===== config.mk =====
export PLATFORM = sky130hd
export DESIGN_NAME = soc_led
export DESIGN_NICKNAME = d
export VERILOG_FILES = /design/src/soc_bus_pkg.sv /design/src/soc_led.sv
export SDC_FILE = /design/constraint.sdc
export NUM_CORES = 1
export LEC_CHECK = 0
export BUFFER_PORTS_ARGS = -buffer_cell sky130_fd_sc_hd__buf_2
export CORE_MARGIN = 3
export CORE_UTILIZATION = 24
export DETAILED_ROUTE_END_ITERATION = 12
export PLACE_DENSITY = 0.75
export SLEW_MARGIN = 20
export SYNTH_ARGS = -nofsm -noshare
export SYNTH_HDL_FRONTEND = slang
export SYNTH_SLANG_ARGS = --single-unit

===== constraint.sdc =====
create_clock -name clk -period 1.7 [get_ports clk]
set_input_delay 0.34 -clock clk [delete_from_list [all_inputs] [get_ports clk]]
set_output_delay 0.34 -clock clk [all_outputs]
set_load 0.03 [all_outputs]

===== src/soc_bus_pkg.sv =====
package soc_bus_pkg;

  localparam int addr_w = 32;
  localparam int data_w = 32;
  localparam int be_w   = data_w / 8;

  // Master request, fields stay stable while req is high
  typedef struct packed {
    logic              req;
    logic              write;
    logic [be_w-1:0]   be;
    logic [addr_w-1:0] addr;
    logic [data_w-1:0] wdata;
  } bus_req_t;

  // Slave response, ack is a one cycle pulse
  typedef struct packed {
    logic              ack;
    logic              err;
    logic [data_w-1:0] rdata;
  } bus_rsp_t;

endpackage


===== src/soc_led.sv =====
`timescale 1ns/10ps

module soc_led #(
  parameter logic [soc_bus_pkg::addr_w-1:0] BASE = 32'hC000_0000
) (
  input  logic                  clk,
  input  logic                  arst_n,
  input  soc_bus_pkg::bus_req_t bus_req,
  output soc_bus_pkg::bus_rsp_t bus_rsp,
  output logic [7:0]            led
);

  localparam int hi = soc_bus_pkg::addr_w - 1;

  logic hit;
  logic access;
  logic ack_q;

  // Only the one word at BASE
  assign hit    = bus_req.req && (bus_req.addr[hi:2] == BASE[hi:2]);
  assign access = hit && !ack_q;

  always_ff @(posedge clk or negedge arst_n)
  begin
    if (!arst_n)
    begin
      ack_q <= 1'b0;
      led   <= '0;
    end
    else
    begin
      ack_q <= access;
      if (access && bus_req.write && bus_req.be[0])
        led <= bus_req.wdata[7:0];
    end
  end

  assign bus_rsp.ack   = ack_q;
  assign bus_rsp.err   = 1'b0;
  assign bus_rsp.rdata = ack_q ? {{(soc_bus_pkg::data_w-8){1'b0}}, led} : '0;

endmodule


# --- Word level (Yosys, flattened, before mapping) ---
# Index checks and enable logic that the tools add are counted.
totals:
  reg_bits: 9
  inputBits: 72
  output_inout_bits: 42
  elab_cells: 9
op_classes:
  n_eq_ne: 1
  muxes: 1
  reduce_logical: 5
op_table:
  columns: ["op", "n"]
  rows:
  - ["== test 30 bit, second input constant", 1]
  - ["two-way mux 8 bit", 1]
  - ["logical AND 1 bit", 4]
  - ["zero test 1 bit", 1]

# --- Depth between registers and ports, before layout ---
logic_depth:
  ltp_word: 5
  mapped_depth: 4
  mapped_depth_nobuf: 4

# --- Least setup slack after synthesis ---
# OpenSTA, ideal clock, no wires.
synth_path:
  path_type: "flip-flop to flip-flop"
  start: "register ack_q"
  end: "register led[0]"
  setup_ns: 0.125
  t_arrival_ns: 1.573
  required_ns: 1.575
  path_slack_ns: 0.002
  path_stages_with_launch: 5
  path_buffers: 0
  period_less_slack_ns: 1.698
  path_cell_list: "dfrtp_1 -> nor4_1 -> nand4_1 -> nor3_4 -> mux2_2"
synth_via:
  elab_chain_cells: 4
synth_lines:
  columns: ["item", "line_no", "text"]
  rows:
  - ["start, declared", "soc_led.sv:17", "logic ack_q;"]
  - ["start signal, assigned", "soc_led.sv:32", "ack_q <= access;"]
  - ["zero test 1 bit", "soc_led.sv:21", "assign access = hit && !ack_q;"]
  - ["logical AND 1 bit", "soc_led.sv:21", null]
  - ["logical AND 1 bit (2 in series)", "soc_led.sv:33", "if (access && bus_req.write && bus_req.be[0])"]
  - ["end signal, assigned", "soc_led.sv:34", "led <= bus_req.wdata[7:0];"]
  - ["end, declared", "soc_led.sv:10", "output logic [7:0] led"]
# No other way between the ends.
# A chain may end at the register's enable or synchronous reset.

# --- Worst setup path in the final report ---
layout_path:
  start: "register ack_q"
  end: "register led[6]"
# Same word-level chain as after synthesis.

==> flow_summary_export.csv <==
group,metric,value,unit
route,drc,0,
global_routing,grtUsageMet1,7.67,%
critical_path,slowest_stage,"dfrtp_1",
logic_synthesis,synth_cell_type_count,12,
critical_path,cp-start-kind,"register",
timing,rsz0062_at_grt,"false",
placed_design,gp_congestion,0.679,
timing,fin_worst_skew,0.00501,ns
critical_path,path_max_fanout,8,
final_layout,fillers,250,
run_status,status,"finished clean",
global_routing,antenna_found_initial,0,
power,total_power,500,uW
clocking,htreeDepth,1,
global_routing,busiest_layer,"met2",
global_routing,grt_pass1_wl,2070,um
critical_path,r2r_start,"ack_q",
global_routing,grtUsageMet2,14.5,%
floorplan,die_w,58.7,um
final_layout,nNetsFinal,203,
final_layout,drive_gt1_share,63.8,%
clocking,root_buffer,"clkbuf_4",
logic_synthesis,synth-compound-area-share,0,%
final_layout,multiInputGateArea,343,um^2
critical_path,cp.arrival,1.68,ns
logic_synthesis,synth-simple-area-share,22.9,%
critical_path,critPathMaxStageDelay,0.40,ns
clocking,clk_latency,0.25,ns
logic_synthesis,ys_seq_elements,9,
final_layout,fin_cells,160,
global_routing,use_met3,2.41,%
logic_synthesis,synth_cells,65,
floorplan,initial_core_util,26.0,%
power,p_per_area,515,nW/um^2
logic_synthesis,synth_fa_ha_area_share,0,%
logic_synthesis,avgSynthCellArea,10.3,um^2
clocking,cts.sinks,9,
timing,finalCritPeriodShare,91.3,%
global_routing,grt-ovfl-total,0,
route,ant_nets,0,
critical_path,cp-startpoint,"ack_q",
timing,layout_min_cycle_time,1.55,ns
logic_synthesis,netlist_area,667,um^2
logic_synthesis,yosys_warnings,0,
global_routing,grt_usage,7.64,%
logic_synthesis,ys_top_cells_by_area,"dfrtp_1 34%, buf_4 29%, mux2_2 14%",
floorplan,rows,18,
floorplan,core,2570,um^2
hold_path,hp-class,"in2reg",
critical_path,required,1.83,ns
hold_path,hold_start,"bus_req[7]",
route,wl_per_cell,9.39,um
critical_path,path_cells,"nor4_2 > nand4_1 > nor3_4 > buf_12 > mux2_2",
final_layout,diodes,0,
run,drv_cap,0,
final_layout,ff_latch_area,225,um^2
timing,slew_violations,0,
logic_synthesis,synth_top_family_by_area,"buffers and inverters",
route,drt-vias-per-instance,3.84,
logic_synthesis,synth-seq-area-share,33.8,%
clocking,clk_path_buf_depth,2,
floorplan,die_h,58.7,um
route,wirelength,1500,um
floorplan,pin_count,114,
placed_design,place_inst,155,
logic_synthesis,synth_top_area_share,33.8,%
clocking,cts_buffers,3,
timing,setup_tns,0,ns
global_routing,grt_pass1_vias,516,
critical_path,critPathKind,"reg2reg",
placed_design,dp_hpwl,1360,um
route,firstDrtPassIters,2,
clocking,post_cts_buffers,0,
logic_synthesis,synth_mux_area_share,13.5,%
clocking,cts_tree,"built",
power,peakVddDrop,0.000269,V
global_routing,grt_max_degree,10,
final_layout,area_growth,45.8,%
floorplan,die_area,3450,um^2
power,leakage,0.000599,uW
placed_design,portBuffers,59,
timing,hold_viol,0,
route,drt-initial-drc-count,26,
clocking,cts.clk_slew.worst_paths,0.06,ns
logic_synthesis,synth_area_leader_cell,"dfrtp_1",
route,vias,614,
critical_path,end_kind,"register",
timing,setup_viol,0,
logic_synthesis,synthXorXnorAreaFrac,0,%
timing,fmax,0.645,GHz
-- flip-flops by register name, summed over array words and instances, names as in the netlist --
signal	flops
ack_q	1
led	8
-- cell families after synthesis --
family / Yosys count
muxes: 8
other: 1
buffers and inverters: 26
DFF: 9
and+or+nand+nor: 21
-- synth_stat cells --
cell type and number:
buf_4 26, dfrtp_1 9, and2_2 8, mux2_2 8
nor4_1 6, nand4_1 2, conb_1 1, nand2_1 1
nor2_1 1, nor3_4 1, nor4b_1 1, nor4bb_1 1
-- layer usage --
metal  vias up  part of all wire [%]
met1       254                    31
met5         -                     0
li1        304                     -
met2        54                    48
met3         2                    20
met4         0                   1.0
-- path summary, 6_finish.rpt --
check,to,slack [ns],cells after the start
worst max register to register,led[6],0.15,5
worst min register to register,led[6],0.52,1
worst max-delay path,led[6],0.15,5
min in group asynchronous,led[7],0.47,2
worst min-delay path,led[7],0.32,2
max in group asynchronous,led[6],1.06,2
-- final cells by class --
cell class / instances / share of cell area, %
Tap cell: 30 / 3.86
Timing Repair Buffer: 63 / 35.0
Multi-Input combinational cell: 54 / 35.3
Sequential cell: 9 / 23.2
Clock buffer: 4 / 2.70
-- what timing repair did --
item                                    CTS  global route
gates resized for setup                   1             0
hold buffers                              1             0
hold endpoints to repair                  9             0
endpoints found under the setup margin    8             8
pin swaps                                 3             1
-- power by group --
| group | internal, uW | switching, uW | total [uW] |
|---|---|---|---|
| clock network | 89.8 | 65.1 | 155 |
| logic | 39.0 | 92.1 | 131 |
| registers | 214 | 0.00000115 | 214 |
-- layout by cell type, fill, tap and decap left out --
| cell type | instances |
|---|---|
| clkbuf_1 | 1 |
| buf_2 | 59 |
| nor2_1 | 1 |
| nor3_4 | 1 |
| dlygate4sd3_1 | 1 |
| dfrtp_1 | 9 |
| and2_2 | 8 |
| nor4_2 | 1 |
| conb_1 | 25 |
| nand2_1 | 1 |
| buf_4 | 2 |
| nor4b_1 | 1 |
| nor4bb_1 | 1 |
| clkbuf_4 | 3 |
| nor4_1 | 5 |
| mux2_2 | 8 |
| nand4_1 | 2 |
| buf_12 | 1 |
-- metrics by stage --
stage	cell area, um^2	utilization, %	hold WS (ns)	setup slack [ns]
after global placement	930	36.2	0.193	-0.103
after global routing	972	37.9	0.319	0.0124
final	972	37.9	0.320	0.149
after CTS	972	37.9	0.311	0.123
after floorplan	757	-	0.0444	0.00201
after detailed placement	930	36.2	0.197	-0.110
-- worst max-delay path: cells and delay by family, from the launching register on --
kind	cells	cell delay [ns]
buf+inv	1	0.14
mux	1	0.32
flops	1	0.40
simple gates	3	0.56
No activity file was read; power rests on OpenSTA's default activity.
