--- src/soc_bus_pkg.sv ---
package soc_bus_pkg;

  localparam int addr_w = 32;
  localparam int data_w = 32;
  localparam int be_w   = data_w / 8;

  // Master request, fields stay stable while req is high
  typedef struct packed {
    logic              req;
    logic              write;
    logic [be_w-1:0]   be;
    logic [addr_w-1:0] addr;
    logic [data_w-1:0] wdata;
  } bus_req_t;

  // Slave response, ack is a one cycle pulse
  typedef struct packed {
    logic              ack;
    logic              err;
    logic [data_w-1:0] rdata;
  } bus_rsp_t;

endpackage

--- src/soc_periph_pkg.sv ---
package soc_periph_pkg;

  localparam int adc_sample_w    = 12;
  localparam int shield_win_bits = 12;

  // Byte offsets inside the shield window
  localparam logic [shield_win_bits-1:0] reg_ctrl     = 12'h000;
  localparam logic [shield_win_bits-1:0] reg_status   = 12'h004;
  localparam logic [shield_win_bits-1:0] reg_gpio_out = 12'h008;
  localparam logic [shield_win_bits-1:0] reg_gpio_oe  = 12'h00C;
  localparam logic [shield_win_bits-1:0] reg_gpio_in  = 12'h010;

  // reg_ctrl holds the channel in bits 2..0 and start here
  localparam int ctrl_start_bit = 3;

  // Config word sent MSB first on SDI
  typedef struct packed {
    logic       single_ended;
    logic       odd_sign;
    logic [1:0] select;
    logic       unipolar;
    logic       sleep;
  } adc_cfg_t;

  typedef struct packed {
    logic                    busy;
    logic                    valid;
    logic [2:0]              channel;
    logic [adc_sample_w-1:0] sample;
  } adc_status_t;

endpackage

--- src/soc_adc_ctrl.sv ---
`timescale 1ns/10ps

module soc_adc_ctrl #(
  parameter int SCK_DIV = 2
) (
  input  logic                        clk,
  input  logic                        arst_n,
  input  logic                        start,
  input  logic [2:0]                  channel,
  output soc_periph_pkg::adc_status_t status,
  output logic                        adc_convst,
  output logic                        adc_sck,
  output logic                        adc_sdi,
  input  logic                        adc_sdo
);

  localparam int sample_w    = soc_periph_pkg::adc_sample_w;
  localparam int cfg_w       = $bits(soc_periph_pkg::adc_cfg_t);
  localparam int conv_cycles = 4;
  localparam int cnt_w       = $clog2(conv_cycles + SCK_DIV + 1);

  typedef enum logic [1:0] {
    st_idle,
    st_convert,
    st_shift
  } state_t;

  state_t                   state;
  logic [cnt_w-1:0]         cnt;
  logic [3:0]               bit_cnt;
  logic [sample_w-1:0]      tx_q;
  logic [sample_w-1:0]      rx_q;
  logic [sample_w-1:0]      sample_q;
  logic [2:0]               chan_q;
  logic                     valid_q;
  logic                     sck_edge;
  soc_periph_pkg::adc_cfg_t cfg;

  // Channel bit 0 picks odd/sign, bits 2..1 the select field
  assign cfg = '{
    single_ended: 1'b1,
    odd_sign:     chan_q[0],
    select:       chan_q[2:1],
    unipolar:     1'b1,
    sleep:        1'b0
  };

  // SCK toggles every SCK_DIV cycles while shifting
  assign sck_edge = (state == st_shift) && (cnt == cnt_w'(SCK_DIV - 1));

  always_ff @(posedge clk or negedge arst_n)
  begin
    if (!arst_n)
    begin
      state      <= st_idle;
      cnt        <= '0;
      bit_cnt    <= '0;
      tx_q       <= '0;
      sample_q   <= '0;
      chan_q     <= '0;
      valid_q    <= 1'b0;
      adc_convst <= 1'b0;
      adc_sck    <= 1'b0;
    end
    else
    begin
      case (state)
        st_idle:
        begin
          if (start)
          begin
            state      <= st_convert;
            cnt        <= '0;
            chan_q     <= channel;
            valid_q    <= 1'b0;
            adc_convst <= 1'b1;
          end
        end
        st_convert:
        begin
          if (cnt == cnt_w'(conv_cycles - 1))
          begin
            state      <= st_shift;
            cnt        <= '0;
            bit_cnt    <= '0;
            tx_q       <= {cfg, {(sample_w - cfg_w){1'b0}}};
            adc_convst <= 1'b0;
          end
          else
            cnt <= cnt + 1'b1;
        end
        st_shift:
        begin
          if (sck_edge)
          begin
            cnt     <= '0;
            adc_sck <= !adc_sck;
            // Falling edge moves SDI on, or ends after the last bit
            if (adc_sck)
            begin
              if (bit_cnt == 4'(sample_w - 1))
              begin
                state    <= st_idle;
                valid_q  <= 1'b1;
                sample_q <= rx_q;
                tx_q     <= '0;
              end
              else
              begin
                bit_cnt <= bit_cnt + 1'b1;
                tx_q    <= tx_q << 1;
              end
            end
          end
          else
            cnt <= cnt + 1'b1;
        end
        default:
          state <= st_idle;
      endcase
    end
  end

  // SDO sampled as SCK rises
  always_ff @(posedge clk)
  begin
    if (sck_edge && !adc_sck)
      rx_q <= {rx_q[sample_w-2:0], adc_sdo};
  end

  assign adc_sdi = tx_q[sample_w-1];

  assign status = '{
    busy:    (state != st_idle),
    valid:   valid_q,
    channel: chan_q,
    sample:  sample_q
  };

endmodule

--- src/soc_shield.sv ---
`timescale 1ns/10ps

module soc_shield #(
  parameter logic [soc_bus_pkg::addr_w-1:0] BASE    = 32'hC000_1000,
  parameter int                              SCK_DIV = 2
) (
  input  logic                  clk,
  input  logic                  arst_n,
  input  soc_bus_pkg::bus_req_t bus_req,
  output soc_bus_pkg::bus_rsp_t bus_rsp,
  output logic                  adc_convst,
  output logic                  adc_sck,
  output logic                  adc_sdi,
  input  logic                  adc_sdo,
  input  logic [15:0]           gpio_in,
  output logic [15:0]           gpio_out,
  output logic [15:0]           gpio_oe
);

  localparam int hi  = soc_bus_pkg::addr_w - 1;
  localparam int dw  = soc_bus_pkg::data_w;
  localparam int win = soc_periph_pkg::shield_win_bits;

  logic                        hit;
  logic                        access;
  logic                        wr;
  logic                        ack_q;
  logic                        adc_start;
  logic [win-1:0]              offset;
  logic [15:0]                 gpio_in_meta;
  logic [15:0]                 gpio_in_sync;
  logic [dw-1:0]               rd_mux;
  logic [dw-1:0]               rdata_q;
  soc_periph_pkg::adc_status_t adc_status;

  assign hit    = bus_req.req && (bus_req.addr[hi:win] == BASE[hi:win]);
  assign offset = bus_req.addr[win-1:0];
  assign access = hit && !ack_q;
  assign wr     = access && bus_req.write;

  assign adc_start = wr && (offset == soc_periph_pkg::reg_ctrl) && bus_req.be[0] &&
                     bus_req.wdata[soc_periph_pkg::ctrl_start_bit];

  always_comb
  begin
    rd_mux = '0;
    case (offset)
      soc_periph_pkg::reg_ctrl:
      begin
        rd_mux[2:0]                           = adc_status.channel;
        rd_mux[soc_periph_pkg::ctrl_start_bit] = adc_status.busy;
      end
      soc_periph_pkg::reg_status:
        rd_mux = {{(dw - $bits(adc_status)){1'b0}}, adc_status};
      soc_periph_pkg::reg_gpio_out:
        rd_mux[15:0] = gpio_out;
      soc_periph_pkg::reg_gpio_oe:
        rd_mux[15:0] = gpio_oe;
      soc_periph_pkg::reg_gpio_in:
        rd_mux[15:0] = gpio_in_sync;
      default:
        rd_mux = '0;
    endcase
  end

  always_ff @(posedge clk or negedge arst_n)
  begin
    if (!arst_n)
    begin
      ack_q        <= 1'b0;
      gpio_out     <= '0;
      gpio_oe      <= '0;
      gpio_in_meta <= '0;
      gpio_in_sync <= '0;
    end
    else
    begin
      ack_q        <= access;
      gpio_in_meta <= gpio_in;
      gpio_in_sync <= gpio_in_meta;
      // Two byte lanes per GPIO register
      for (int i = 0; i < 2; i++)
      begin
        if (wr && bus_req.be[i] && offset == soc_periph_pkg::reg_gpio_out)
          gpio_out[8*i +: 8] <= bus_req.wdata[8*i +: 8];
        if (wr && bus_req.be[i] && offset == soc_periph_pkg::reg_gpio_oe)
          gpio_oe[8*i +: 8] <= bus_req.wdata[8*i +: 8];
      end
    end
  end

  always_ff @(posedge clk)
  begin
    if (access)
      rdata_q <= rd_mux;
  end

  assign bus_rsp.ack   = ack_q;
  assign bus_rsp.err   = 1'b0;
  assign bus_rsp.rdata = ack_q ? rdata_q : '0;

  soc_adc_ctrl #(
    .SCK_DIV (SCK_DIV)
  ) adc_ctrl_i (
    .clk        (clk),
    .arst_n     (arst_n),
    .start      (adc_start),
    .channel    (bus_req.wdata[2:0]),
    .status     (adc_status),
    .adc_convst (adc_convst),
    .adc_sck    (adc_sck),
    .adc_sdi    (adc_sdi),
    .adc_sdo    (adc_sdo)
  );

endmodule

--- config.mk ---
export PLATFORM = sky130hd
export DESIGN_NAME = soc_shield
export DESIGN_NICKNAME = d
export VERILOG_FILES = /design/src/soc_bus_pkg.sv /design/src/soc_periph_pkg.sv /design/src/soc_adc_ctrl.sv /design/src/soc_shield.sv
export SDC_FILE = /design/constraint.sdc
export NUM_CORES = 1
export LEC_CHECK = 0
export BUFFER_PORTS_ARGS = -buffer_cell sky130_fd_sc_hd__buf_4
export CORE_MARGIN = 3
export CORE_UTILIZATION = 48
export CTS_BUF_LIST = sky130_fd_sc_hd__clkbuf_4
export DETAILED_ROUTE_END_ITERATION = 6
export PLACE_DENSITY = 0.88
export SYNTH_ARGS = -nofsm -noshare
export SYNTH_HDL_FRONTEND = slang
export SYNTH_SLANG_ARGS = --single-unit
--- constraint.sdc ---
create_clock -name clk -period 2.3 [get_ports clk]
set_input_delay 0.345 -clock clk [delete_from_list [all_inputs] [get_ports clk]]
set_output_delay 0.345 -clock clk [all_outputs]
set_load 0.01 [all_outputs]
Yosys cells after proc, flatten, opt, wreduce, memory -nomap -nowiden
Index checks and enable logic that the tools add are counted.

Bits of input ports: 89. Memory bits (writable): 0. Bits in latches: 0. Register bits after elaboration: 148. Logic and storage cells: 100. Output and inout bits: 69. Memories: 0. Memory bits (read-only): 0.

Multiply operators: 0. Add/subtract/negate cells: 2. Multiplexer cells: 31. Reduce and logical (&&, ||, !) cells: 32. Div/mod/pow operators: 0. Shift operators: 0. Eq/ne operators: 16. $lt $le $gt $ge: 0. Bitwise gates (word level): 0.

Operators by type and width (number): two-way mux 12 bit (4); case mux 12 bit (4 select lines) (1); two-way mux 32 bit (1); equality test 12 x 4 -> 1 bit (second input constant) (2); case mux 12 bit (2 select lines) (1); equality test 20 bit (second input constant) (1); case mux 4 bit (5 select lines) (1); two-way mux 4 bit (4); AND reduction 5 bit (3); logical AND 1 bit (14); equality test 12 x 3 -> 1 bit (second input constant) (1); equality test 12 x 5 -> 1 bit (second input constant) (1); zero test 12 bit (1); two-way mux 2 bit (5); two-way mux 3 bit (3); case mux 3 bit (3 select lines) (1); != test 2 x 1 -> 1 bit (second input constant) (4); case mux 4 bit (2 select lines) (1); AND reduction 4 bit (2); nonzero test 2 bit (4); two-way mux 1 bit (6); case mux 2 bit (3 select lines) (1); AND reduction 2 bit (3); adder 4 x 1 -> 4 bit (second input constant) (1); other kinds (12) (15).

Logic depth before layout (Yosys ltp)
Depth in word-level cells: 9. Mapped depth: 9. Depth with buffers taken out: 7.

Modules after synthesis
From an unflattened synthesis, not the netlist that was laid out.

Cells, all modules: 408. Area, all modules: 5644.2 um2.

Modules (own cells, without submodules): soc_shield (instances 1, cells each 256, seq. area each 2137.0 um2, area each 3724.8 um2); soc_adc_ctrl (instances 1, cells each 152, seq. area each 1161.1 um2, area each 1919.3 um2).

Worst setup path after synthesis
OpenSTA, ideal clock, no wires.

Path kind: input -> register. Start: input port bus_req[49] (netlist name). End: register gpio_out[0]. Data required time: 2175 ps. Library setup time: 125 ps. Setup slack: -281 ps. Path buffers: 0. Arrival time: 2456 ps. Stages: 5. Cell sequence: nor4_1 > nand4_1 > nor2_1 > nand4_2 > mux2_2.

Cells in the longest elaborated chain, start to end: 6.

RTL lines: start: declaration (RTL line soc_shield.sv:9) `input soc_bus_pkg::bus_req_t bus_req,`; equality test 20 bit (RTL line soc_shield.sv:36) `assign hit = bus_req.req && (bus_req.addr[hi:win] == BASE[hi:win]);`; logical AND 1 bit (RTL line soc_shield.sv:36); logical AND 1 bit (RTL line soc_shield.sv:38) `assign access = hit && !ack_q;`; net access (RTL line soc_shield.sv:25) `logic access;`; logical AND 1 bit (RTL line soc_shield.sv:39) `assign wr = access && bus_req.write;`; logical AND 1 bit (2 in a row) (RTL line soc_shield.sv:84) `if (wr && bus_req.be[i] && offset == soc_periph_pkg::reg_gpio_out)`; end signal: indexed assignment (RTL line soc_shield.sv:85) `gpio_out[8*i +: 8] <= bus_req.wdata[8*i +: 8];`; end: declaration (RTL line soc_shield.sv:16) `output logic [15:0] gpio_out,`.

The timed path passes the listed nets, and every way through them passes these cells. A chain may end at the register's enable or synchronous reset.

Final worst setup path
Start: register ack_q. End: register adc_ctrl_i.state[1].

Cells in the longest elaborated chain, start to end: 8.

RTL lines: start: declaration (RTL line soc_shield.sv:27) `logic ack_q;`; start signal: assignment (RTL line soc_shield.sv:78) `ack_q <= access;`; zero test 1 bit (RTL line soc_shield.sv:38); logical AND 1 bit (RTL line soc_shield.sv:38); logical AND 1 bit (RTL line soc_shield.sv:39); logical AND 1 bit (3 in a row) (RTL line soc_shield.sv:41) `assign adc_start = wr && (offset == soc_periph_pkg::reg_ctrl) && bus_req.be[0] &&`; != test 2 x 1 -> 1 bit (no source line); AND reduction 5 bit (no source line); end signal: assignment (RTL line soc_adc_ctrl.sv:83) `state <= st_shift;`; end signal: assignment (RTL line soc_adc_ctrl.sv:103) `state <= st_idle;`; end signal: assignment (RTL line soc_adc_ctrl.sv:119) `state <= st_idle;`; end: declaration (RTL line soc_adc_ctrl.sv:28) `state_t state;`.

Every way passes these cells.

==> results.sh <==
export IMPL_finalSetupViolCount=0
export IMPL_drv_slew=0
export IMPL_cts_root_buf="clkbuf_4"
export IMPL_clock_fmax_mhz=454
export IMPL_layout_drive_gt1_share=0.429
export IMPL_grt_pass1_vias=4318
export IMPL_grt_overflow=0
export IMPL_fin_tns_setup_ns=0
export IMPL_syn_cell_area_sq_um=5290
export IMPL_core_sq_um=10500
export IMPL_slew_headroom=0.614
export IMPL_busiest_layer="met2"
export IMPL_crit_slowest_cell="or4_4"
export IMPL_rows=37
export IMPL_numCtsBuffers=17
export IMPL_h_tree_depth=4
export IMPL_yosysMostFrequentCell="dfrtp_1"
export IMPL_fin_crit_ns=2.20
export IMPL_critPathCaptureType="register"
export IMPL_via_count=4041
export IMPL_io_buffer_count=123
export IMPL_clkTransAtPathRegs_ns=0.13
export IMPL_crit_family="simple AND/OR/NAND/NOR gates"
export IMPL_hold_class="primary input to register"
export IMPL_gr_usage_met2=0.409
export IMPL_start_kind="register"
export IMPL_synth_edf_count=29
export IMPL_grt_use_met3=0.0551
export IMPL_finalPower_mw=4.17
export IMPL_violations="DRC"
export IMPL_critPathLaunch="ack_q$_DFF_PN0_"
export IMPL_firstDrtPassIters=7
export IMPL_synth_common_cells="dfrtp_1, mux2_2, edfxtp_1, o21ai_0, inv_1"
export IMPL_crit_path_max_fanout=4
export IMPL_worstPathRequired_ns=2.71
export IMPL_ys_seq_area_frac=0.623
export IMPL_grt_pass1_wl_mm=22.1
export IMPL_layout_worst_path_cycle_share=0.957
export IMPL_num_io_pins=158
export IMPL_r2r_start="ack_q$_DFF_PN0_"
export IMPL_routabilityCongestion=0.876
export IMPL_synth_cells=396
export IMPL_syn_to_final_growth_pct=34.6
export IMPL_grt_start_max_net_pins=44
export IMPL_synth_ff_type="dfrtp_1"
export IMPL_drtIter0Drc=353
export IMPL_wl_per_cell_um=19.3
export IMPL_hold_viol=0
export IMPL_drc=1
export IMPL_clock_sinks=126
export IMPL_synth_top_area_frac=0.459
export IMPL_cp_data_arrival_time_ns=2.61
export IMPL_hpwl_mm=9.99
export IMPL_placed_cell_area_sq_um=6600
export IMPL_track_usage=0.229
export IMPL_critPathKind="register to register"
export IMPL_worstHoldStart="bus_req[12]"
export IMPL_ys_seq_elements=126
export IMPL_start_util=0.504
export IMPL_grtUsageMet1=0.263
export IMPL_stdcell_area_sq_um=7120
export IMPL_nNetsFinal=678
export IMPL_worst_pin_slew_ns=0.579
export IMPL_avgSynthCellArea_sq_um=13.4
export IMPL_ys_warnings_count=0
export IMPL_finClkSkew_ns=0.0211
export IMPL_clk_path_buf_depth=2
export IMPL_die_h_um=111
export IMPL_cp_cell_sequence="nor4b_1, nand4_1, or4_4, a221oi_4, mux2_2"
export IMPL_slowest_delay_ns=0.57
export IMPL_vdd_ir_drop_worst_mv=0.454
export IMPL_cts_tree="built"
export IMPL_ant_nets=0
export IMPL_p_leak_nw=3.33
export IMPL_grt_antenna_before_repair=1
export IMPL_outcome="finished, violations left"
export IMPL_insertion_delay_ns=0.51
export IMPL_routed_wl_mm=14.0
export IMPL_ys_top_cells_by_area="dfrtp_1, edfxtp_1, mux2_2"
export IMPL_cap_violations=0
export IMPL_via_per_inst=5.54
export IMPL_synth_top_cell_by_area="dfrtp_1"
export IMPL_synth_async_reset_ratio=0.770
export IMPL_critPathBufInv=0
export IMPL_power_density_nw_per_um2=585
export IMPL_dieArea_sq_um=12300
export IMPL_synth_cell_types=45
export IMPL_die_w_um=111
-- layer usage --
layer | share of wire | wire (um) | vias up
li1 | - | - | 1791
met1 | 0.36 | 5120 | 2009
met2 | 0.53 | 7500 | 213
met3 | 0.074 | 1040 | 28
met4 | 0.027 | 373 | 0
met5 | 0 | 0 | -
-- layout by cell type (no fill, tap or decap), drive strengths merged, types with 9 or more instances in the layout --
| cell | count |
|---|---|
| dlygate4sd3 | 18 |
| clkbuf | 17 |
| o21ai | 23 |
| dfrtp | 97 |
| nand2 | 17 |
| and2 | 17 |
| inv | 26 |
| nor2 | 12 |
| conb | 16 |
| a21oi | 9 |
| mux2 | 51 |
| a222oi | 12 |
| ha | 10 |
| buf | 161 |
| edfxtp | 29 |
-- path summary, 6_finish.rpt --
check | end | slack, ns | depth (start not counted)
worst max register to register | adc_ctrl_i.state[1]$_DFFE_PN0P_ | 0.1 | 5
worst min-delay path | gpio_oe[12]$_DFFE_PN0P_ | 0.06 | 2
worst min register to register | gpio_in_sync[0]$_DFF_PN0_ | 0.36 | 0
min in group asynchronous | adc_ctrl_i.sample_q[11]$_DFFE_PN0P_ | 0.38 | 2
max in group asynchronous | gpio_oe[1]$_DFFE_PN0P_ | 1.31 | 3
worst max-delay path | adc_ctrl_i.state[1]$_DFFE_PN0P_ | 0.1 | 5
-- timing repair --
| item | CTS | global route |
|---|---|---|
| gates resized for setup | 1 | 3 |
| pin swaps | 0 | 1 |
| hold endpoints to repair | 57 | 0 |
| hold buffers | 18 | 0 |
| setup buffers | 0 | 1 |
| setup endpoints to repair | 2 | 6 |
-- sequential cells by signal (all words and copies together), names as in the netlist --
register / count
adc_ctrl_i.bit_cnt: 4
adc_ctrl_i.tx_q: 5
gpio_in_sync: 16
adc_ctrl_i.state: 2
gpio_out: 16
ack_q: 1
adc_ctrl_i.chan_q: 3
adc_ctrl_i.adc_convst: 1
gpio_oe: 16
rdata_q: 17
adc_ctrl_i.valid_q: 1
adc_ctrl_i.adc_sck: 1
adc_ctrl_i.sample_q: 12
adc_ctrl_i.rx_q: 12
adc_ctrl_i.cnt: 3
gpio_in_meta: 16
-- final cells by class --
class,count,area (sq um)
fill,695,3380
sequential,126,3300
multi-input combinational,234,1820
timing repair buffer,179,1440
clock inverter,15,186
tap,136,170
clock buffer,17,128
inverter,21,78.8
antenna,1,2.50
-- power breakdown --
part	internal [mW]	switching (mW)	leakage (nW)
clock	0.774	0.861	0.163
sequential	2.30	0.0103	1.51
combinational	0.118	0.103	1.67
-- per-stage QoR --
step / hold WS, ns / setup WS [ns] / instances / util
after CTS: 0.0266 / 0.0232 / 727 / 0.675
after global routing: 0.0181 / -0.000516 / 729 / 0.678
after floorplan: 0.0494 / 0.0485 / 411 / -
after global placement: 0.332 / -0.153 / 677 / 0.628
final: 0.0626 / 0.0995 / 729 / 0.678
after detailed placement: 0.335 / -0.252 / 677 / 0.628
-- cells by family after synthesis --
logic type,Yosys count,synth area share
buffers and inverters,51,0.0487
AO/OA/AOI/OAI,60,0.0787
flip-flops,126,0.623
multiplexers,55,0.116
adder cells (fa/ha/maj),10,0.0236
other,1,0.000708
AND/OR/NAND/NOR,92,0.108
XOR/XNOR,1,0.00165
(Power assumes the default switching activity.)
