<file path="config.mk">
export PLATFORM = sky130hd
export DESIGN_NAME = soc_bus_join
export DESIGN_NICKNAME = d
export VERILOG_FILES = /design/src/soc_bus_pkg.sv /design/src/soc_bus_join.sv
export SDC_FILE = /design/constraint.sdc
export NUM_CORES = 1
export LEC_CHECK = 0
export BUFFER_PORTS_ARGS = -buffer_cell sky130_fd_sc_hd__buf_4
export CORE_AREA = 5 5 77 79
export CTS_CLUSTER_SIZE = 40
export DETAILED_ROUTE_END_ITERATION = 6
export DIE_AREA = 0 0 82 84
export HOLD_SLACK_MARGIN = 0.05
export PLACE_DENSITY = 0.64
export SLEW_MARGIN = 20
export SYNTH_ARGS = -nofsm -noshare
export SYNTH_HDL_FRONTEND = slang
export SYNTH_SLANG_ARGS = --single-unit
export TNS_END_PERCENT = 10
</file>
<file path="constraint.sdc">
create_clock -name clk -period 2.2 [get_ports clk]
set_clock_uncertainty 0.2 [all_clocks]
set_input_delay 0.22 -clock clk [delete_from_list [all_inputs] [get_ports clk]]
set_output_delay 0.22 -clock clk [all_outputs]
set_load 0.03 [all_outputs]
</file>
<file path="src/soc_bus_pkg.sv">
package soc_bus_pkg;

  localparam int addr_w = 32;
  localparam int data_w = 32;
  localparam int be_w   = data_w / 8;

  // Master request, fields stay stable while req is high
  typedef struct packed {
    logic              req;
    logic              write;
    logic [be_w-1:0]   be;
    logic [addr_w-1:0] addr;
    logic [data_w-1:0] wdata;
  } bus_req_t;

  // Slave response, ack is a one cycle pulse
  typedef struct packed {
    logic              ack;
    logic              err;
    logic [data_w-1:0] rdata;
  } bus_rsp_t;

endpackage

</file>
<file path="src/soc_bus_join.sv">
`timescale 1ns/10ps

module soc_bus_join #(
  parameter int TIMEOUT_CYCLES = 16
) (
  input  logic                  clk,
  input  logic                  arst_n,
  input  soc_bus_pkg::bus_req_t host_req,
  input  soc_bus_pkg::bus_rsp_t mem_rsp,
  input  soc_bus_pkg::bus_rsp_t led_rsp,
  input  soc_bus_pkg::bus_rsp_t shield_rsp,
  output soc_bus_pkg::bus_rsp_t host_rsp
);

  localparam int cnt_w = $clog2(TIMEOUT_CYCLES + 1);

  logic [cnt_w-1:0]      wait_cnt;
  logic                  any_ack;
  logic                  err_q;
  soc_bus_pkg::bus_rsp_t err_rsp;

  assign any_ack = mem_rsp.ack | led_rsp.ack | shield_rsp.ack;

  // Counts cycles of req without ack, no slave claimed the address
  always_ff @(posedge clk or negedge arst_n)
  begin
    if (!arst_n)
    begin
      wait_cnt <= '0;
      err_q    <= 1'b0;
    end
    else
    begin
      err_q <= 1'b0;
      if (!host_req.req || any_ack || err_q)
        wait_cnt <= '0;
      else if (wait_cnt == cnt_w'(TIMEOUT_CYCLES - 1))
      begin
        wait_cnt <= '0;
        err_q    <= 1'b1;
      end
      else
        wait_cnt <= wait_cnt + 1'b1;
    end
  end

  assign err_rsp = '{ack: err_q, err: err_q, rdata: '0};

  // Idle slaves drive zeros so a plain OR merges them
  assign host_rsp = mem_rsp | led_rsp | shield_rsp | err_rsp;

endmodule

</file>
# Yosys cells after proc, flatten, opt, wreduce, memory -nomap -nowiden
# Cells that the tools add are included.
[totals]
regBits = 6
latch_bits = 0
ramBits = 0
rom_bits = 0
inputBits = 174
out_inout_bits = 34
wordCells = 16
mem_count = 0
[op_classes]
addsub = 1
n_mul = 0
div_mod_pow = 0
magnitude_cmp = 0
n_eq_ne = 1
n_shift = 0
mux = 4
n_bitwise = 5
reduce_logical = 3
[op_table]
columns = ["operator", "count"]
rows = [
  ["$or 34x34->34", 3],
  ["$mux 5", 2],
  ["$add 5x1->5 const B", 1],
  ["$eq 5x4->1 const B", 1],
  ["$logic_or 1x1->1", 2],
  ["$mux 1", 2],
  ["$or 1x1->1", 2],
  ["$logic_not 1->1", 1],
]

# Depth between registers and ports, before layout
# Gate-level depths: netlist of run 1.
[depth]
ltp_word = 5
depth_mapped = 4
mapped_depth_nobuf = 4

# Worst setup path after synthesis of run 1
# OpenSTA, ideal clock, no wires.
[synth_path]
path_kind = "register to output"
startpoint = "register err_q"
endpoint = "output port host_rsp[32] (netlist name)"
t_arrival_ns = 1.070
required_ns = 1.780
path_slack_ns = 0.710
stages_incl_launch_ff = 2
path_buffers = 0
path_cell_list = "dfrtp_1 or4_1"
[synth_lines]
columns = ["item", "line_no", "text"]
rows = [
  ["from (decl)", "soc_bus_join.sv:19", "logic err_q;"],
  ["from (signal assigned)", "soc_bus_join.sv:30", "err_q <= 1'b0;"],
  ["from (signal assigned)", "soc_bus_join.sv:34", "err_q <= 1'b0;"],
  ["from (signal assigned)", "soc_bus_join.sv:40", "err_q <= 1'b1;"],
  ["to (decl)", "soc_bus_join.sv:12", "output soc_bus_pkg::bus_rsp_t host_rsp"],
]

==> impl_metrics.json, run 1 <==
{
  "hold_ws_ns": 0.140,
  "yosys-top-cells-area": "sky130_fd_sc_hd__or3_1 (40%), sky130_fd_sc_hd__dfrtp_1 (30%), sky130_fd_sc_hd__nor4_4 (4.3%)",
  "critical_path_required_ns": 1.78,
  "via_density_per_instance": 3.73,
  "synth.top_cell.area_share": 0.401,
  "grt_antenna_before_repair": 0,
  "number_of_vias_in_the_routed_layout": 1014,
  "slew-limit-headroom": 0.849,
  "grt_setup_unrepaired": "no",
  "die_footprint_sq_mm": 0.00689,
  "timing.setup.tns_ns": 0,
  "maxCapViolCount": 0,
  "cp_data_arrival_time_ns": 1.33,
  "io-pin-count": 208,
  "worstPathMaxFanout": 2,
  "detail_route.first_pass.iterations": 4,
  "timing.final.hold_violations": 0,
  "drive_above_1_share": 0.730,
  "synth_top_cells_by_count": "sky130_fd_sc_hd__or3_1 (32), sky130_fd_sc_hd__dfrtp_1 (6), sky130_fd_sc_hd__nor2_1 (3)",
  "layout_min_cycle_time_ns": 1.75,
  "post_synth_arst_share": 1.00,
  "route.final.wire_length_um": 3140,
  "hpwlAfterDp_um": 2890,
  "yosysWarningCount": 0,
  "floorplan.initialDensity": 0.0947,
  "clock_tree.root_cell": "sky130_fd_sc_hd__clkbuf_8",
  "gr-usage-all-layers": 0.0793,
  "setup_bufs_post_cts": 0,
  "grt_overflow_total": 0,
  "netlist.top_cell.by_area": "sky130_fd_sc_hd__or3_1",
  "vias_in_the_first_global_route": 1069,
  "critPathKind": "flop to output pin",
  "period_share": 0.793,
  "wl_per_cell_um": 11.5,
  "multiInputGateArea_sq_um": 345,
  "post_synth_instance_area_sq_um": 499,
  "clock.fmax_ghz": 0.573,
  "setup-violations-final": 0,
  "cellPowerDensity_mw_per_mm2": 315,
  "route.antenna.remaining_nets": 0,
  "worstSetupEndpointType": "output pin",
  "timing.critical_path.from_type": "flop",
  "static-leakage-power_uw": 0.000827,
  "run_status": "finished clean",
  "rows": 27,
  "postCtsResizedCells": 0,
  "critical_path.cell_chain": "or4_1, buf_4",
  "yosys.cell_count.top_type": "sky130_fd_sc_hd__or3_1",
  "synthesis.area_per_instance_sq_um": 8.61,
  "drt-initial-drc-count": 7,
  "sequential_cell_area_sq_um": 150,
  "tritoncts_clock_tree": "yes",
  "floorplan.core_area_sq_mm": 0.00527,
  "drcViolationCount": 0,
  "gp_congestion": 0.842,
  "largest_net_degree_at_the_start_of_global_routing": 7,
  "die_x_um": 82,
  "slew_of_the_pin_with_the_lowest_slew_margin_ns": 0.225,
  "fillCellCount": 572,
  "post_synth_num_cell_types": 16,
  "cpPeakStageDelay_ns": 0.53,
  "count_of_state_elements_after_synthesis": 6,
  "area.growth.synth_to_final_pct": 236,
  "wire_length_of_the_first_global_routing_pass_um": 4460,
  "edff_count_synth": 0,
  "synth_cells": 58,
  "timing.critical_path.slowest_stage_cell": "sky130_fd_sc_hd__or4_1",
  "clock_h_tree_levels": 1,
  "port_buffers": 138,
  "clkSlewWorstSetupHoldPaths_ns": 0.04,
  "hold_crit_class": "input port to asynchronous set/reset pin",
  "sequential_area_share_after_synthesis": 0.301,
  "numClockSinks": 6,
  "final_net_count": 377,
  "cts_buffer_depth": 2,
  "yosys_most_used_dff": "sky130_fd_sc_hd__dfrtp_1",
  "die_height_um": 84,
  "syn-num-nets": 233,
  "finalMaxSlewViolations": 0,
  "num_cts_buffers": 3,
  "antennaDiodeCount": 0,
  "ir_worst_vdd_mv": 0.342,
  "clock_latency_at_the_later_pin_of_the_worst_skew_pair_ns": 0.22
}
-- state kept, by name, summed over array words and instances (netlist names) --
| register | cells |
|---|---|
| err_q | 1 |
| wait_cnt | 5 |
-- cell usage in the layout (no fill, tap or decap) --
cell type	count
sky130_fd_sc_hd__buf_4	138
sky130_fd_sc_hd__or3_1	32
sky130_fd_sc_hd__dfrtp_1	6
sky130_fd_sc_hd__nor2_1	3
sky130_fd_sc_hd__clkbuf_8	3
sky130_fd_sc_hd__nand2_1	2
sky130_fd_sc_hd__nand2b_1	2
sky130_fd_sc_hd__nand3_1	2
sky130_fd_sc_hd__nor3_2	2
sky130_fd_sc_hd__nand4b_1	1
sky130_fd_sc_hd__nor4_4	1
sky130_fd_sc_hd__nand2_2	1
sky130_fd_sc_hd__a31oi_1	1
sky130_fd_sc_hd__xnor2_1	1
sky130_fd_sc_hd__nor3b_2	1
sky130_fd_sc_hd__or4_1	1
sky130_fd_sc_hd__inv_1	1
sky130_fd_sc_hd__ha_1	1
sky130_fd_sc_hd__dlygate4sd3_1	1
-- report_power, final --
group | internal [uW] | switching, uW | leakage, uW
combinational | 158 | 91.1 | 0.000722
sequential | 112 | 0.666 | 0.0000836
clock | 118 | 48.8 | 0.0000216
total | 388 | 141 | 0.000827
-- cell type report --
type	count	area share
repair buffers	139	0.624
multi-input cells	51	0.206
flip-flops and latches	6	0.0896
well taps	72	0.0537
clock buffers	3	0.0246
inverters	1	0.00224
-- logic make-up after synthesis --
family / Yosys count / share of synthesized area
buffers and inverters: 1 / 0.00751
AOI/OAI and AO/OA: 1 / 0.0125
xor gates and xnor gates: 1 / 0.0175
DFF: 6 / 0.301
and+or+nand+nor: 48 / 0.637
adders and majority gates: 1 / 0.0251
-- critical path, delay by kind of cell, from the launching register on --
family                 cells  cell delay (ns)
buffers and inverters      1             0.18
and+or+nand+nor            1             0.53
DFF                        1             0.39
-- layer usage --
layer,vias up,global-route usage,routed length [um]
li1,504,-,-
met1,435,0.0698,941
met2,68,0.155,1670
met3,7,0.0270,466
met4,0,0.0332,65
met5,-,0,0
-- path summary, 6_finish.rpt --
| check | from | endpoint | slack [ns] | depth (start not counted) |
|---|---|---|---|---|
| setup reg to reg | wait_cnt[0] | wait_cnt[1] | 0.84 | 4 |
| max in group asynchronous | arst_n | err_q | 1.54 | 2 |
| setup / recovery | err_q | host_rsp[32] | 0.45 | 2 |
| hold / removal | arst_n | wait_cnt[2] | 0.14 | 2 |
| hold reg to reg | wait_cnt[4] | err_q | 0.28 | 1 |
| min in group clk | host_req[69] | wait_cnt[2] | 0.14 | 3 |
-- timing repair --
| action | 4_1_cts | 5_1_grt |
|---|---|---|
| hold buffers | 1 | 0 |
| setup endpoints to repair | 0 | 0 |
| hold endpoints to repair | 6 | 0 |
-- metrics by stage --
step / setup WS [ns] / instance area [sq um] / power [uW] / util / cells
after floorplan: 0.710 / 499 / 186 / - / 58
after global placement: 0.700 / 1630 / 360 / 0.308 / 268
after detailed placement: 0.682 / 1630 / 364 / 0.308 / 268
after CTS: 0.444 / 1680 / 534 / 0.318 / 272
after global routing: 0.408 / 1680 / 558 / 0.318 / 272
final: 0.455 / 1680 / 528 / 0.318 / 272
(Power assumes the default switching activity.)
==> inputs of run 2 (changes only) <==
- CORE_AREA: 5 5 77 79 -> 5 5 78 80
- DIE_AREA: 0 0 82 84 -> 0 0 83 85
- PLACE_DENSITY: 0.64 -> 0.65
- clock period: 2.2 -> 1.4 ns (I/O delays scaled with it)
==> run 2 against run 1 <==
Effect of this change: the flow now finishes with violations (negative setup slack); critical path type unchanged; final cell count up 0.74%; clock power is 52% higher; global-route usage rose by 0.34 points; non-clock buffer count grew 2; power up 56%; flip-flop and latch count stayed put; register-to-register slack worse by 0.73 ns; setup slack got worse by 0.59 ns.
==> impl_metrics.json, run 2 (synthesized netlist as in run 1, its figures left out) <==
{
  "run_status": "finished with violations",
  "violated_checks": "negative setup slack",
  "period_share": 1.10,
  "biggest_registers_after_layout": "wait_cnt x5, err_q x1",
  "gr-usage-all-layers": 0.0827,
  "timing.critical_path.from_type": "flop",
  "final.setup.worst_slack_ns": -0.135,
  "floorplan.initialDensity": 0.0935,
  "dp_worst_setup_slack_ns": -0.0403,
  "wl_per_cell_um": 11.5,
  "cts_buffer_depth": 2,
  "layout_min_cycle_time_ns": 1.54,
  "r2r_setup_slack_ns": 0.11,
  "final_net_count": 379,
  "layout.core_utilization": 0.319,
  "tritoncts_clock_tree": "yes",
  "clock_h_tree_levels": 1,
  "largest_register_ffs": 5,
  "cp_data_arrival_time_ns": 1.20,
  "drcViolationCount": 0,
  "largest_net_degree_at_the_start_of_global_routing": 7,
  "dpl-instance-area_sq_mm": 0.00164,
  "maxCapViolCount": 0,
  "sequential_cell_area_sq_um": 150,
  "via_density_per_instance": 3.82,
  "detail_route.first_pass.iterations": 2,
  "setup_bufs_post_cts": 0,
  "cellPowerDensity_mw_per_mm2": 484,
  "pwr-share-clk": 0.306,
  "multiInputGateArea_sq_um": 352,
  "drt-initial-drc-count": 35,
  "critPathKind": "flop to output pin",
  "num_cts_buffers": 3,
  "register_with_the_highest_flop_count": "wait_cnt",
  "hold_depth": 3,
  "io-pin-count": 208,
  "area.growth.synth_to_final_pct": 241,
  "route.final.wire_length_um": 3160,
  "setup-violations-final": 1,
  "die_x_um": 83,
  "floorplan.core_area_sq_mm": 0.00534,
  "worstRegToRegCells": 5,
  "share_of_total_power_in_sequential_cells": 0.214,
  "rows": 27,
  "cp-startpoint": "err_q",
  "route.antenna.remaining_nets": 0,
  "antennaDiodeCount": 0,
  "internal_power_uw": 611,
  "slew-limit-headroom": 0.844,
  "die_height_um": 85,
  "finalMaxSlewViolations": 0,
  "vias_in_the_first_global_route": 1079,
  "clkSlewWorstSetupHoldPaths_ns": 0.03,
  "total_switching_power_uw": 213,
  "fillCellCount": 586,
  "grt_antenna_before_repair": 0,
  "critical_path_required_ns": 1.06,
  "static-leakage-power_uw": 0.000839,
  "hold_crit_class": "input port to flop",
  "mostFrequentLayoutCells": "sky130_fd_sc_hd__buf_4 (139), sky130_fd_sc_hd__or3_1 (32), sky130_fd_sc_hd__dfrtp_1 (6)",
  "clock_tree.root_cell": "sky130_fd_sc_hd__clkbuf_8",
  "gp_congestion": 0.818,
  "die_footprint_sq_mm": 0.00706,
  "final_design_area_no_fill_sq_mm": 0.00170,
  "power.combinational.fraction": 0.480,
  "number_of_vias_in_the_routed_layout": 1047,
  "grt_overflow_total": 0,
  "p_total_uw": 823,
  "clock_latency_at_the_later_pin_of_the_worst_skew_pair_ns": 0.22,
  "slew_of_the_pin_with_the_lowest_slew_margin_ns": 0.232,
  "layout.cells.most_common": "sky130_fd_sc_hd__buf_4",
  "clock.fmax_ghz": 0.651,
  "timing.rr.start": "wait_cnt[1]",
  "port_buffers": 138,
  "ir_worst_vdd_mv": 0.201,
  "power_switching_share": 0.258,
  "worstSetupEndpointType": "output pin",
  "worstPathMaxFanout": 2,
  "wire_length_of_the_first_global_routing_pass_um": 4710,
  "timing.final.hold_violations": 0,
  "min-delay-start": "host_req[69]",
  "drive_above_1_share": 0.743,
  "grt_setup_unrepaired": "yes",
  "numClockSinks": 6
}
-- run 2: cell types whose count changed in the layout (fill, tap and decap cells not counted), sizes merged --
cell	previous run	this run
buf	138	140
-- run 2: worst paths after layout --
| path | endpoint |
|---|---|
| worst max register to register | wait_cnt[4] |
| worst min register to register | err_q |
| worst min-delay path | wait_cnt[2] |
| min in group asynchronous | err_q |
| worst max-delay path | host_rsp[32] |
| max in group asynchronous | wait_cnt[0] |
-- run 2: stage by stage --
stage / hold WS (ns) / cells / setup TNS (ns)
after floorplan: -0.356 / 58 / 0
after global placement: -0.249 / 270 / -0.0345
after detailed placement: -0.249 / 270 / -0.0403
after CTS: 0.0630 / 274 / -0.140
after global routing: 0.0828 / 274 / -0.218
final: 0.0599 / 274 / -0.135
-- run 2: what timing repair did --
item,4_1_cts,5_1_grt
endpoints found under the setup margin,1,3
endpoints found under the hold margin,6,0
gates resized for setup,1,1
pin swaps,1,0
hold buffers,1,0
-- run 2: power groups by stage --
stage	Combinational [uW]	Sequential (uW)	Clock (uW)
2_1_floorplan	115	178	0
3_3_place_gp	393	178	0
3_5_place_dp	398	178	0
4_1_cts	402	176	260
5_1_grt	423	176	269
6_report	396	176	252
-- run 2: area by class of cell --
type | count | area share
clock buffers | 3 | 0.0243
repair buffers | 141 | 0.626
inverters | 1 | 0.00221
multi-input cells | 51 | 0.207
flip-flops and latches | 6 | 0.0882
well taps | 72 | 0.0529
-- run 2: critical path: stages, from the launching register on --
cell and delay, ns:
sky130_fd_sc_hd__dfrtp_1 0.40, sky130_fd_sc_hd__or4_4 0.42, sky130_fd_sc_hd__buf_6 0.15
-- run 2: metal layers --
layer	share of wire	global-route usage
met1	0.37	0.0873
met2	0.45	0.137
met3	0.17	0.0563
met4	0.0060	0.0178
met5	0	0
==> inputs of run 3 (changes only) <==
- RECOVER_POWER: default -> 50
- clock period: 1.4 -> 1.31 ns (I/O delays scaled with it)
==> run 3 against run 2 <==
Effect of this change: the run still ends with negative setup slack left; die area unchanged; cell area fell by 0.81%; critical path depth did not move; first-iteration DRC count shrank 71%; combinational power grew 4%; global-route usage rose by 0.076 points; hold slack better by 0.0093 ns; sequential power rose by 7%; setup slack lost 0.056 ns; flip-flop and latch count did not move; count of clock-buffer cells in the layout stayed put; largest power group unchanged.
==> impl_metrics.json, run 3 (synthesized netlist as in run 1, its figures left out) <==
{
  "timing.critical_path.to": "host_rsp[32]",
  "critPathKind": "flop to output pin",
  "rr_endpoint": "wait_cnt[3]",
  "largest_register_ffs": 5,
  "worstPathMaxFanout": 2,
  "floorplan.core_area_sq_mm": 0.00534,
  "clock_h_tree_levels": 1,
  "static-leakage-power_uw": 0.000843,
  "layout_min_cycle_time_ns": 1.50,
  "critical_path_required_ns": 0.98,
  "die_height_um": 85,
  "via_density_per_instance": 3.78,
  "vias_in_the_first_global_route": 1069,
  "r2r_setup_slack_ns": 0.02,
  "clock.fmax_ghz": 0.666,
  "timing.critical_path.slowest_stage_cell": "sky130_fd_sc_hd__or4_4",
  "area.growth.synth_to_final_pct": 238,
  "register_with_the_highest_flop_count": "wait_cnt",
  "detail_route.first_pass.iterations": 3,
  "drt-initial-drc-count": 10,
  "number_of_vias_in_the_routed_layout": 1047,
  "dr.max_layer_used": "met4",
  "final-instance-count-excl-fill": 277,
  "clock_tree.root_cell": "sky130_fd_sc_hd__clkbuf_8",
  "setup_bufs_post_cts": 0,
  "wire_length_of_the_first_global_routing_pass_um": 5040,
  "cp-startpoint": "err_q",
  "io-pin-count": 208,
  "numClockSinks": 6,
  "period_share": 1.15,
  "critical_path.cell_chain": "or4_4, buf_6",
  "grt_setup_unrepaired": "yes",
  "cellPowerDensity_mw_per_mm2": 518,
  "final_net_count": 382,
  "multiInputGateArea_sq_um": 352,
  "drive_above_1_share": 0.737,
  "slew-limit-headroom": 0.779,
  "place.detailed.instances": 272,
  "antennaDiodeCount": 0,
  "timing.rr.start": "err_q",
  "biggest_registers_after_layout": "wait_cnt x5, err_q x1",
  "ir_worst_vdd_mv": 0.536,
  "fillCellCount": 576,
  "timing.critical_path.from_type": "flop",
  "wl_per_cell_um": 11.5,
  "hold_crit_class": "input port to flop",
  "slew_of_the_pin_with_the_lowest_slew_margin_ns": 0.332,
  "route.antenna.remaining_nets": 0,
  "num_cts_buffers": 3,
  "timing.final.hold_violations": 0,
  "layout.cells.most_common": "sky130_fd_sc_hd__buf_4",
  "layout.core_utilization": 0.316,
  "finalMaxSlewViolations": 0,
  "gr-usage-all-layers": 0.0834,
  "clkSlewWorstSetupHoldPaths_ns": 0.03,
  "rows": 27,
  "final.setup.worst_slack_ns": -0.191,
  "drcViolationCount": 0,
  "wl_met3_um": 425,
  "violated_checks": "negative setup slack",
  "mostFrequentLayoutCells": "sky130_fd_sc_hd__buf_4 (126), sky130_fd_sc_hd__or3_1 (32), sky130_fd_sc_hd__clkbuf_2 (14)",
  "grt_antenna_before_repair": 0,
  "grt_overflow_total": 0,
  "cp_data_arrival_time_ns": 1.17,
  "cts_buffer_depth": 2,
  "largest_net_degree_at_the_start_of_global_routing": 7,
  "cpPeakStageDelay_ns": 0.43,
  "m1WireLength_um": 1260,
  "worstSetupEndpointType": "output pin",
  "die_x_um": 83,
  "worstRegToRegCells": 4,
  "floorplan.initialDensity": 0.0935,
  "die_footprint_sq_mm": 0.00706,
  "tritoncts_clock_tree": "yes",
  "met2_wirelength_um": 1500,
  "setup-violations-final": 2,
  "port_buffers": 138,
  "hold_depth": 4,
  "run_status": "finished with violations",
  "sequential_cell_area_sq_um": 150,
  "gp_congestion": 0.813,
  "clock_latency_at_the_later_pin_of_the_worst_skew_pair_ns": 0.22,
  "route.final.wire_length_um": 3200,
  "maxCapViolCount": 0
}
==> run 3: cell types whose count changed in the layout (fill, tap and decap cells not counted) <==
cell	delta
sky130_fd_sc_hd__buf_4	-13
sky130_fd_sc_hd__clkbuf_2	+14
sky130_fd_sc_hd__clkbuf_1	+1
sky130_fd_sc_hd__dlygate4sd3_1	+1
==> run 3: critical path: cells and delay by family, from the launching register on <==
kind	cells	cell delay (ns)
buffers and inverters	1	0.16
flip-flops	1	0.37
AND/OR/NAND/NOR	1	0.43
==> run 3: metrics by stage <==
stage                     cell area (sq um)  setup TNS [ns]  hold slack (ns)  setup slack [ns]  total power, uW
after floorplan                         503               0           -0.365            0.0380              314
after global placement                 1660        -0.00126           -0.260          -0.00126              608
after detailed placement               1660               0           -0.257           0.00586              614
after CTS                              1730          -0.355           0.0544            -0.208              897
after global routing                   1690          -0.489           0.0967            -0.211              925
final                                  1690          -0.333           0.0692            -0.191              874
==> run 3: per-layer routing <==
metal / GRT usage / up-vias
met1: 0.0981 / 444
met5: 0 / -
li1: - / 513
met4: 0.0134 / 0
met3: 0.0369 / 2
met2: 0.143 / 88
==> run 3: layout make-up <==
| cell class | instances | share of cell area |
|---|---|---|
| repair buffers | 144 | 0.623 |
| inverters | 1 | 0.00222 |
| multi-input cells | 51 | 0.208 |
| clock buffers | 3 | 0.0245 |
| flip-flops and latches | 6 | 0.0890 |
| well taps | 72 | 0.0534 |
==> run 3: worst min-delay path by stage <==
| stage | slack (ns) | startpoint | endpoint |
|---|---|---|---|
| after floorplan | -0.36 | arst_n | err_q |
| after CTS | 0.05 | arst_n | wait_cnt[4] |
| after detailed placement | -0.26 | arst_n | err_q |
| final | 0.07 | led_rsp[33] | err_q |
| after global placement | -0.26 | arst_n | wait_cnt[4] |
| after global routing | 0.1 | shield_rsp[33] | err_q |
==> run 3: power by group <==
group	switching (uW)	internal, uW	total (uW)
sequential	0.490	187	188
clock	76.6	197	274
combinational	153	259	413
total	230	644	874
==> run 3: what timing repair did <==
action | CTS | global route
endpoints found under the setup margin | 3 | 6
gates resized for setup | 2 | 0
endpoints found under the hold margin | 7 | 0
hold buffers | 2 | 0
